===== src/hdl/lcd_pkg.sv =====
package lcd_pkg;

    // Wishbone widths
    localparam int WB_AW = 30;  // Word address
    localparam int WB_DW = 32;

    // Display write cycle length in clocks
    localparam int CMD_DELAY = 50;
    localparam int CNT_W     = $clog2(CMD_DELAY + 1);

    localparam int BUSY_BIT = 7;  // Busy flag position in a status read

    // Power-up command list
    localparam int INIT_LEN = 4;
    localparam int IDX_W    = $clog2(INIT_LEN);

    localparam logic [7:0] INIT_CMDS [INIT_LEN] = '{
        8'h38,  // Function set 8-bit 2 lines
        8'h0C,  // Display on with cursor off
        8'h01,  // Clear display
        8'h06   // Entry mode increment without shift
    };

endpackage


===== src/hdl/lcd_hd44780_bus.sv =====
`default_nettype none

module lcd_hd44780_bus import lcd_pkg::*; (
    input  logic             i_clk,
    input  logic             i_rst_n,
    input  logic             i_wb_cyc,
    input  logic             i_wb_stb,
    input  logic             i_wb_we,
    input  logic [WB_AW-1:0] i_wb_addr,
    input  logic [WB_DW-1:0] i_wb_data,
    input  logic [7:0]       i_disp_data,
    output logic             o_wb_ack,
    output logic             o_wb_stall,
    output logic [WB_DW-1:0] o_wb_data,
    output logic [7:0]       o_disp_data,
    output logic             o_disp_rw,
    output logic             o_disp_en,
    output logic             o_disp_rs,
    output logic             o_disp_on,
    output logic             o_disp_blon
);

    typedef enum logic [1:0] {
        S_IDLE,
        S_EN_LOW,
        S_EN_HIGH,
        S_RESP
    } state_t;

    state_t           state;
    logic [CNT_W-1:0] cnt;        // Clocks since the cycle started
    logic [7:0]       disp_meta;
    logic [7:0]       disp_sync;
    logic             accept;

    // Panel power and backlight stay on
    assign o_disp_on   = 1'b1;
    assign o_disp_blon = 1'b1;

    assign o_wb_stall = !i_rst_n || (state != S_IDLE);
    assign o_wb_ack   = (state == S_RESP) && i_wb_cyc;
    assign accept     = i_wb_cyc && i_wb_stb && !o_wb_stall;

    // Two-flop synchroniser on the display data pins
    always_ff @(posedge i_clk) begin
        disp_meta <= i_disp_data;
        disp_sync <= disp_meta;
    end

    // Captured write byte and read return word
    always_ff @(posedge i_clk) begin
        if (accept) begin
            if (i_wb_we) begin
                o_disp_data <= i_wb_data[7:0];
                o_wb_data   <= '0;
            end else begin
                o_wb_data <= {{(WB_DW - 8){1'b0}}, disp_sync};
            end
        end
    end

    always_ff @(posedge i_clk) begin
        if (!i_rst_n) begin
            state     <= S_IDLE;
            cnt       <= '0;
            o_disp_en <= 1'b0;
            o_disp_rw <= 1'b1;   // Idle in read direction
            o_disp_rs <= 1'b0;
        end else if ((state != S_IDLE) && !i_wb_cyc) begin
            // Master dropped cyc so the cycle ends
            state     <= S_IDLE;
            o_disp_en <= 1'b0;
            o_disp_rw <= 1'b1;
        end else begin
            case (state)
                S_IDLE: begin
                    if (accept) begin
                        cnt       <= '0;
                        o_disp_rs <= i_wb_addr[0];  // RS from word address bit 0
                        if (i_wb_we) begin
                            o_disp_rw <= 1'b0;
                            state     <= S_EN_LOW;
                        end else begin
                            state <= S_RESP;        // Pins already sampled
                        end
                    end
                end
                S_EN_LOW: begin
                    cnt <= cnt + 1'b1;
                    if (cnt == CNT_W'(CMD_DELAY / 2 - 1)) begin
                        o_disp_en <= 1'b1;
                        state     <= S_EN_HIGH;
                    end
                end
                S_EN_HIGH: begin
                    cnt <= cnt + 1'b1;
                    if (cnt == CNT_W'(CMD_DELAY - 1)) begin
                        o_disp_en <= 1'b0;          // Display latches on this edge
                        o_disp_rw <= 1'b1;
                    end
                    // One hold clock after the falling edge
                    if (cnt == CNT_W'(CMD_DELAY)) begin
                        state <= S_RESP;
                    end
                end
                default: begin
                    state <= S_IDLE;                // Ack goes out this cycle
                end
            endcase
        end
    end

    // Enable only pulses while the bus drives the pins
    a_en_with_write: assert property (@(posedge i_clk) disable iff (!i_rst_n)
        o_disp_en |-> !o_disp_rw);

    // Setup phase moves only forward to the enable phase
    a_state_step: assert property (@(posedge i_clk) disable iff (!i_rst_n)
        ((state == S_EN_LOW) && i_wb_cyc) |=> (state inside {S_EN_LOW, S_EN_HIGH}));

endmodule

`default_nettype wire


===== src/hdl/wb_rr_arbiter.sv =====
`default_nettype none

module wb_rr_arbiter import lcd_pkg::*; (
    input  logic             i_clk,
    input  logic             i_rst_n,
    // Master 0
    input  logic             i_m0_cyc,
    input  logic             i_m0_stb,
    input  logic             i_m0_we,
    input  logic [WB_AW-1:0] i_m0_addr,
    input  logic [WB_DW-1:0] i_m0_data,
    output logic             o_m0_ack,
    output logic             o_m0_stall,
    output logic [WB_DW-1:0] o_m0_data,
    // Master 1
    input  logic             i_m1_cyc,
    input  logic             i_m1_stb,
    input  logic             i_m1_we,
    input  logic [WB_AW-1:0] i_m1_addr,
    input  logic [WB_DW-1:0] i_m1_data,
    output logic             o_m1_ack,
    output logic             o_m1_stall,
    output logic [WB_DW-1:0] o_m1_data,
    // Slave
    input  logic             i_s_ack,
    input  logic             i_s_stall,
    input  logic [WB_DW-1:0] i_s_data,
    output logic             o_s_cyc,
    output logic             o_s_stb,
    output logic             o_s_we,
    output logic [WB_AW-1:0] o_s_addr,
    output logic [WB_DW-1:0] o_s_data
);

    logic busy;       // Grant held for one transfer
    logic owner;
    logic last;       // Master served most recently
    logic winner;
    logic sel;
    logic owner_cyc;

    // Both asking means the one not served last wins
    assign winner    = (i_m0_cyc && i_m1_cyc) ? !last : i_m1_cyc;
    assign sel       = busy ? owner : winner;
    assign owner_cyc = owner ? i_m1_cyc : i_m0_cyc;

    // Request path follows the grant with no added cycle
    assign o_s_cyc  = sel ? i_m1_cyc  : i_m0_cyc;
    assign o_s_stb  = sel ? i_m1_stb  : i_m0_stb;
    assign o_s_we   = sel ? i_m1_we   : i_m0_we;
    assign o_s_addr = sel ? i_m1_addr : i_m0_addr;
    assign o_s_data = sel ? i_m1_data : i_m0_data;

    // Loser sees stall and never an ack
    assign o_m0_stall = sel ? 1'b1 : i_s_stall;
    assign o_m1_stall = sel ? i_s_stall : 1'b1;
    assign o_m0_ack   = i_s_ack && !sel;
    assign o_m1_ack   = i_s_ack && sel;
    assign o_m0_data  = i_s_data;   // Qualified by ack
    assign o_m1_data  = i_s_data;

    always_ff @(posedge i_clk) begin
        if (!i_rst_n) begin
            busy  <= 1'b0;
            owner <= 1'b0;
            last  <= 1'b1;    // Master 0 goes first
        end else if (!busy) begin
            if (i_m0_cyc || i_m1_cyc) begin
                busy  <= 1'b1;
                owner <= winner;
            end
        end else if (i_s_ack) begin
            busy <= 1'b0;
            last <= owner;
        end else if (!owner_cyc) begin
            busy <= 1'b0;     // Aborted transfer
        end
    end

    a_ack_m0_granted: assert property (@(posedge i_clk) disable iff (!i_rst_n)
        o_m0_ack |-> (busy && !owner));

    a_ack_m1_granted: assert property (@(posedge i_clk) disable iff (!i_rst_n)
        o_m1_ack |-> (busy && owner));

endmodule

`default_nettype wire


===== src/hdl/lcd_init_sequencer.sv =====
`default_nettype none

module lcd_init_sequencer import lcd_pkg::*; (
    input  logic             i_clk,
    input  logic             i_rst_n,
    input  logic             i_wb_ack,
    input  logic             i_wb_stall,
    input  logic [WB_DW-1:0] i_wb_data,
    output logic             o_wb_cyc,
    output logic             o_wb_stb,
    output logic             o_wb_we,
    output logic [WB_AW-1:0] o_wb_addr,
    output logic [WB_DW-1:0] o_wb_data,
    output logic             o_init_done
);

    typedef enum logic [2:0] {
        S_START,
        S_WR_REQ,
        S_WR_WAIT,
        S_RD_REQ,
        S_RD_WAIT,
        S_DONE
    } state_t;

    state_t           state;
    logic [IDX_W-1:0] idx;       // Current entry of INIT_CMDS
    logic             last_cmd;
    logic             busy_flag;

    assign last_cmd  = (idx == IDX_W'(INIT_LEN - 1));
    assign busy_flag = i_wb_data[BUSY_BIT];

    // Bus outputs decoded from the state
    assign o_wb_cyc  = (state != S_START) && (state != S_DONE);
    assign o_wb_stb  = (state == S_WR_REQ) || (state == S_RD_REQ);
    assign o_wb_we   = (state == S_WR_REQ) || (state == S_WR_WAIT);
    assign o_wb_addr = '0;       // RS 0 for commands and status
    assign o_wb_data = {{(WB_DW - 8){1'b0}}, INIT_CMDS[idx]};

    assign o_init_done = (state == S_DONE);

    always_ff @(posedge i_clk) begin
        if (!i_rst_n) begin
            state <= S_START;
            idx   <= '0;
        end else begin
            case (state)
                S_START: begin
                    state <= S_WR_REQ;
                end
                S_WR_REQ: begin
                    if (!i_wb_stall) begin
                        state <= S_WR_WAIT;
                    end
                end
                S_WR_WAIT: begin
                    if (i_wb_ack) begin
                        state <= S_RD_REQ;    // Start polling the busy flag
                    end
                end
                S_RD_REQ: begin
                    if (!i_wb_stall) begin
                        state <= S_RD_WAIT;
                    end
                end
                S_RD_WAIT: begin
                    if (i_wb_ack) begin
                        if (busy_flag) begin
                            state <= S_RD_REQ;          // Still busy so poll again
                        end else if (last_cmd) begin
                            state <= S_DONE;
                        end else begin
                            idx   <= idx + 1'b1;
                            state <= S_WR_REQ;
                        end
                    end
                end
                default: begin
                    state <= S_DONE;                    // Stays here until reset
                end
            endcase
        end
    end

    a_stb_in_cyc: assert property (@(posedge i_clk) disable iff (!i_rst_n)
        o_wb_stb |-> o_wb_cyc);

    // A stalled request is held unchanged
    a_req_held: assert property (@(posedge i_clk) disable iff (!i_rst_n)
        (o_wb_stb && i_wb_stall) |=>
            (o_wb_stb && $stable(o_wb_we) && $stable(o_wb_data)));

endmodule

`default_nettype wire


===== src/hdl/lcd_subsystem.sv =====
`default_nettype none

module lcd_subsystem import lcd_pkg::*; (
    input  logic             i_clk,
    input  logic             i_rst_n,
    // Host bus
    input  logic             i_wb_cyc,
    input  logic             i_wb_stb,
    input  logic             i_wb_we,
    input  logic [WB_AW-1:0] i_wb_addr,
    input  logic [WB_DW-1:0] i_wb_data,
    output logic             o_wb_ack,
    output logic             o_wb_stall,
    output logic [WB_DW-1:0] o_wb_data,
    // Display pins with the pad left to the board
    input  logic [7:0]       i_disp_data,
    output logic [7:0]       o_disp_data,
    output logic             o_disp_rw,
    output logic             o_disp_en,
    output logic             o_disp_rs,
    output logic             o_disp_on,
    output logic             o_disp_blon,
    output logic             o_init_done
);

    // Sequencer side
    logic             seq_cyc, seq_stb, seq_we;
    logic [WB_AW-1:0] seq_addr;
    logic [WB_DW-1:0] seq_wdata;
    logic             seq_ack, seq_stall;
    logic [WB_DW-1:0] seq_rdata;

    // Shared slave side
    logic             s_cyc, s_stb, s_we;
    logic [WB_AW-1:0] s_addr;
    logic [WB_DW-1:0] s_wdata;
    logic             s_ack, s_stall;
    logic [WB_DW-1:0] s_rdata;

    lcd_init_sequencer u_seq (
        .i_clk       (i_clk),
        .i_rst_n     (i_rst_n),
        .i_wb_ack    (seq_ack),
        .i_wb_stall  (seq_stall),
        .i_wb_data   (seq_rdata),
        .o_wb_cyc    (seq_cyc),
        .o_wb_stb    (seq_stb),
        .o_wb_we     (seq_we),
        .o_wb_addr   (seq_addr),
        .o_wb_data   (seq_wdata),
        .o_init_done (o_init_done)
    );

    // Sequencer is master 0 and the host is master 1
    wb_rr_arbiter u_arb (
        .i_clk      (i_clk),
        .i_rst_n    (i_rst_n),
        .i_m0_cyc   (seq_cyc),
        .i_m0_stb   (seq_stb),
        .i_m0_we    (seq_we),
        .i_m0_addr  (seq_addr),
        .i_m0_data  (seq_wdata),
        .o_m0_ack   (seq_ack),
        .o_m0_stall (seq_stall),
        .o_m0_data  (seq_rdata),
        .i_m1_cyc   (i_wb_cyc),
        .i_m1_stb   (i_wb_stb),
        .i_m1_we    (i_wb_we),
        .i_m1_addr  (i_wb_addr),
        .i_m1_data  (i_wb_data),
        .o_m1_ack   (o_wb_ack),
        .o_m1_stall (o_wb_stall),
        .o_m1_data  (o_wb_data),
        .i_s_ack    (s_ack),
        .i_s_stall  (s_stall),
        .i_s_data   (s_rdata),
        .o_s_cyc    (s_cyc),
        .o_s_stb    (s_stb),
        .o_s_we     (s_we),
        .o_s_addr   (s_addr),
        .o_s_data   (s_wdata)
    );

    lcd_hd44780_bus u_lcd (
        .i_clk       (i_clk),
        .i_rst_n     (i_rst_n),
        .i_wb_cyc    (s_cyc),
        .i_wb_stb    (s_stb),
        .i_wb_we     (s_we),
        .i_wb_addr   (s_addr),
        .i_wb_data   (s_wdata),
        .i_disp_data (i_disp_data),
        .o_wb_ack    (s_ack),
        .o_wb_stall  (s_stall),
        .o_wb_data   (s_rdata),
        .o_disp_data (o_disp_data),
        .o_disp_rw   (o_disp_rw),
        .o_disp_en   (o_disp_en),
        .o_disp_rs   (o_disp_rs),
        .o_disp_on   (o_disp_on),
        .o_disp_blon (o_disp_blon)
    );

endmodule

`default_nettype wire


===== config.mk =====
export PLATFORM = sky130hd
export DESIGN_NAME = lcd_subsystem
export DESIGN_NICKNAME = d
export VERILOG_FILES = /design/src/hdl/lcd_pkg.sv /design/src/hdl/lcd_hd44780_bus.sv /design/src/hdl/wb_rr_arbiter.sv /design/src/hdl/lcd_init_sequencer.sv /design/src/hdl/lcd_subsystem.sv
export SDC_FILE = /design/constraint.sdc
export NUM_CORES = 1
export LEC_CHECK = 0
export ABC_AREA = 1
export BUFFER_PORTS_ARGS = -buffer_cell sky130_fd_sc_hd__buf_2
export CAP_MARGIN = 40
export CORE_AREA = 3 3 76 78
export DETAILED_ROUTE_END_ITERATION = 12
export DIE_AREA = 0 0 79 81
export PLACE_DENSITY_LB_ADDON = 0.15
export RECOVER_POWER = 25
export SYNTH_ARGS = -nofsm -noshare
export SYNTH_HDL_FRONTEND = slang
export SYNTH_SLANG_ARGS = --single-unit

===== constraint.sdc =====
create_clock -name i_clk -period 3.2 [get_ports i_clk]
set_clock_uncertainty 0.05 [all_clocks]
set_input_delay 0.48 -clock i_clk [delete_from_list [all_inputs] [get_ports i_clk]]
set_output_delay 0.48 -clock i_clk [all_outputs]
set_load 0.05 [all_outputs]

==> summary.md <==
| Metric | Value |
|---|---|
| Slew margin rel. | 0.559 |
| Final WL | 4410 µm |
| Initial core utilization | 0.494 |
| Antenna violations before repair | 0 |
| Synth Area in Adders | 0.0542 |
| MaxCap Viol Count | 0 |
| CP cell instances | nor2_1 -> nand2_2 -> nand3_2 -> nand2_4 -> nand2_4 -> inv_2 -> nor2_1 -> buf_2 |
| Vias in the first global route | 1709 |
| Fill cell count | 522 |
| WP data required | 2670 ps |
| R2r startpoint | u_lcd.state[0] |
| Largest net degree at the start of global routing | 20 |
| Chip Width | 79 µm |
| Ys Warns | 0 |
| Achievable Freq | 427 MHz |
| ANT cells | 0 |
| Max clock buf depth | 2 |
| Worst endpoint data arrival time | 1810 ps |
| P&R area growth vs syn | 10.6% |
| Port Buffers | 43 |
| # resized after CTS | 0 |
| XOR/XNOR share of the synthesized area | 0.0138 |
| Worst-path fanout max | 15 |
| Drt drc | 0 |
| Post-synthesis mux area share | 0 |
| CTS Hold Bufs | 0 |
| Gr usage total | 0.149 |
| CP Launch Type | flop |
| Clk_lat worst skew | 310 ps |
| Leading area contributor after synthesis | dfxtp_1 |
| Launch point of the worst path | u_seq.state[0] |
| Postcts setup bufs | 0 |
| Avg WL per Cell | 10.9 µm |
| WP buf/inv | 2 |
| Die Span Y | 81 µm |
| Yosys reg bits | 51 |
| Leak Pwr | 1.29 nW |
| Via count | 1837 |
| Antenna violation net count after detailed routing | 0 |
| Post-Synth Simple-Gate Area | 0.245 |
| Fin cells | 405 |
| Number of DRC violations after detailed-routing iteration 0 | 90 |
| Layout cells sized above 1 | 0.239 |
| Seq/Total Area, Yosys | 0.465 |
| Layout Nets | 420 |
| Gate Count Post-Synth | 288 |
| GR Overflow Total | 0 |
| DR pass1 iterations | 4 |
| Tcrit/Tclk final | 0.732 |
| Row Count | 26 |
| Synth Area in Compound Gates | 0.0720 |
| Outcome | finished, final reports clean |
| DR vias/cell | 4.54 |
| Top delay family on crit path | simple AND/OR/NAND/NOR gates |
| Slew @ Worst Pin | 656 ps |
| Core Area | 5140 µm² |
| Clk slew on worst S/H paths | 110 ps |
| Worst Hold Class | primary input to flop |
| HP Start | i_disp_data[3] |
| Pwr dens | 837 nW/µm² |
| Syn_area_per_cell | 8.81 µm² |
| Setup TNS | 0 ps |
| RD Place Congestion | 0.839 |
| Final setup violation count | 0 |
| Peak supply drop | 0.000371 V |
| Synth top area cells | dfxtp_1 (28%), edfxtp_1 (19%), buf_4 (7.7%) |
| CTS sink count | 51 |
| Slowest CP cell | dfxtp_1 |
| Num ports | 123 |
| Cts bufs inserted | 5 |
| Largest family of logic cells by synthesized area | simple AND/OR/NAND/NOR gates |
| CP Capture Type | output port |
| RSZ-0062 raised after global routing | false |
| Critical Path Max Stage Delay | 370 ps |
| Synthesized area | 2540 µm² |
| Clock root cell | clkbuf_8 |
| Kind of critical path | flop to output port |
| Slew Limit Fails | 0 |
| Final hold viol count | 0 |
| DP Wirelength | 3350 µm |
| First-pass GRT wire length | 7420 µm |
| Post-Place Cells | 397 |
| Yosys top cell area share | 0.276 |
| Crit path time final | 2340 ps |
| CTS H-tree lvls | 2 |
| Die Area | 6400 µm² |
| CTS tree | done |
| Synth cell types | 29 |
==> area by class of cell <==
type | instances | area, µm² | area share
tap | 70 | 87.6 | 0.0312
multi-input combinational | 193 | 1070 | 0.382
sequential | 51 | 1180 | 0.421
inverter | 39 | 149 | 0.0530
clock buffer | 5 | 68.8 | 0.0245
timing repair buffer | 44 | 216 | 0.0771
clock inverter | 3 | 31.3 | 0.0111
==> kinds of logic after synthesis <==
group / Yosys count
adders and majority gates: 11
DFF: 51
and+or+nand+nor: 123
xor gates and xnor gates: 4
AOI/OAI and AO/OA: 29
buffers and inverters: 68
other: 2
==> power by group <==
| part | switching, mW | internal [mW] |
|---|---|---|
| Clock | 0.240 | 0.168 |
| Sequential | 0.0627 | 0.796 |
| Combinational | 0.801 | 0.282 |
==> metal layers <==
| metal | vias up | part of all wire | GRT usage |
|---|---|---|---|
| met2 | 47 | 0.51 | 0.277 |
| met5 | - | 0 | 0 |
| met1 | 832 | 0.42 | 0.156 |
| li1 | 954 | - | - |
| met3 | 4 | 0.055 | 0.0432 |
| met4 | 0 | 0.010 | 0.0619 |
==> sequential cells by signal, summed over array words and instances (netlist names) <==
| name | cells |
|---|---|
| u_arb.busy | 1 |
| u_arb.last | 1 |
| u_arb.owner | 1 |
| u_lcd.cnt | 6 |
| u_lcd.disp_meta | 8 |
| u_lcd.disp_sync | 8 |
| u_lcd.o_disp_data | 8 |
| u_lcd.o_disp_en | 1 |
| u_lcd.o_disp_rs | 1 |
| u_lcd.o_disp_rw | 1 |
| u_lcd.o_wb_data | 8 |
| u_lcd.state | 2 |
| u_seq.idx | 2 |
| u_seq.state | 3 |
==> cell usage after synthesis, drive strengths merged <==
library cell and number:
a21oi 16, and3 1, buf 27, clkbuf 2
conb 2, dfxtp 35, edfxtp 16, ha 11
inv 39, nand2 60, nand3 27, nand4 2
nor2 27, nor3 4, nor3b 1, o211ai 3
o21ai 10, or2 1, xnor2 1, xor2 3
==> layout by cell type, fill, tap and decap left out, types with 3 or more instances in the layout <==
master / n
edfxtp_1: 16
inv_1: 37
nand2_4: 5
nand2_1: 51
o211ai_1: 3
ha_1: 11
a21oi_2: 6
buf_2: 38
nor3_1: 4
o21ai_0: 8
a21oi_1: 10
nor2_1: 26
nand3_1: 16
clkbuf_8: 5
conb_1: 26
clkbuf_1: 5
xor2_1: 3
nand3_2: 11
nand2_2: 4
dfxtp_1: 35
==> stage by stage <==
step | utilization | instance area (µm²) | power (mW) | hold WS [ps] | setup WS, ps
floorplan | - | 2630 | 1.83 | 260 | 1090
finish | 0.546 | 2810 | 2.35 | 215 | 857
CTS | 0.548 | 2820 | 2.39 | 202 | 873
global route | 0.546 | 2810 | 2.55 | 183 | 641
global placement | 0.528 | 2720 | 1.96 | 260 | 1070
detailed placement | 0.528 | 2720 | 1.97 | 262 | 1100
==> worst paths after layout <==
path / endpoint / slack (ps) / cells past startpoint
setup / recovery: o_wb_ack / 860 / 8
hold / removal: u_lcd.disp_meta[3] / 210 / 1
setup reg to reg: u_lcd.o_disp_data[4] / 1280 / 9
hold reg to reg: u_lcd.disp_sync[1] / 290 / 0
Power figures use the tool's default switching activity.
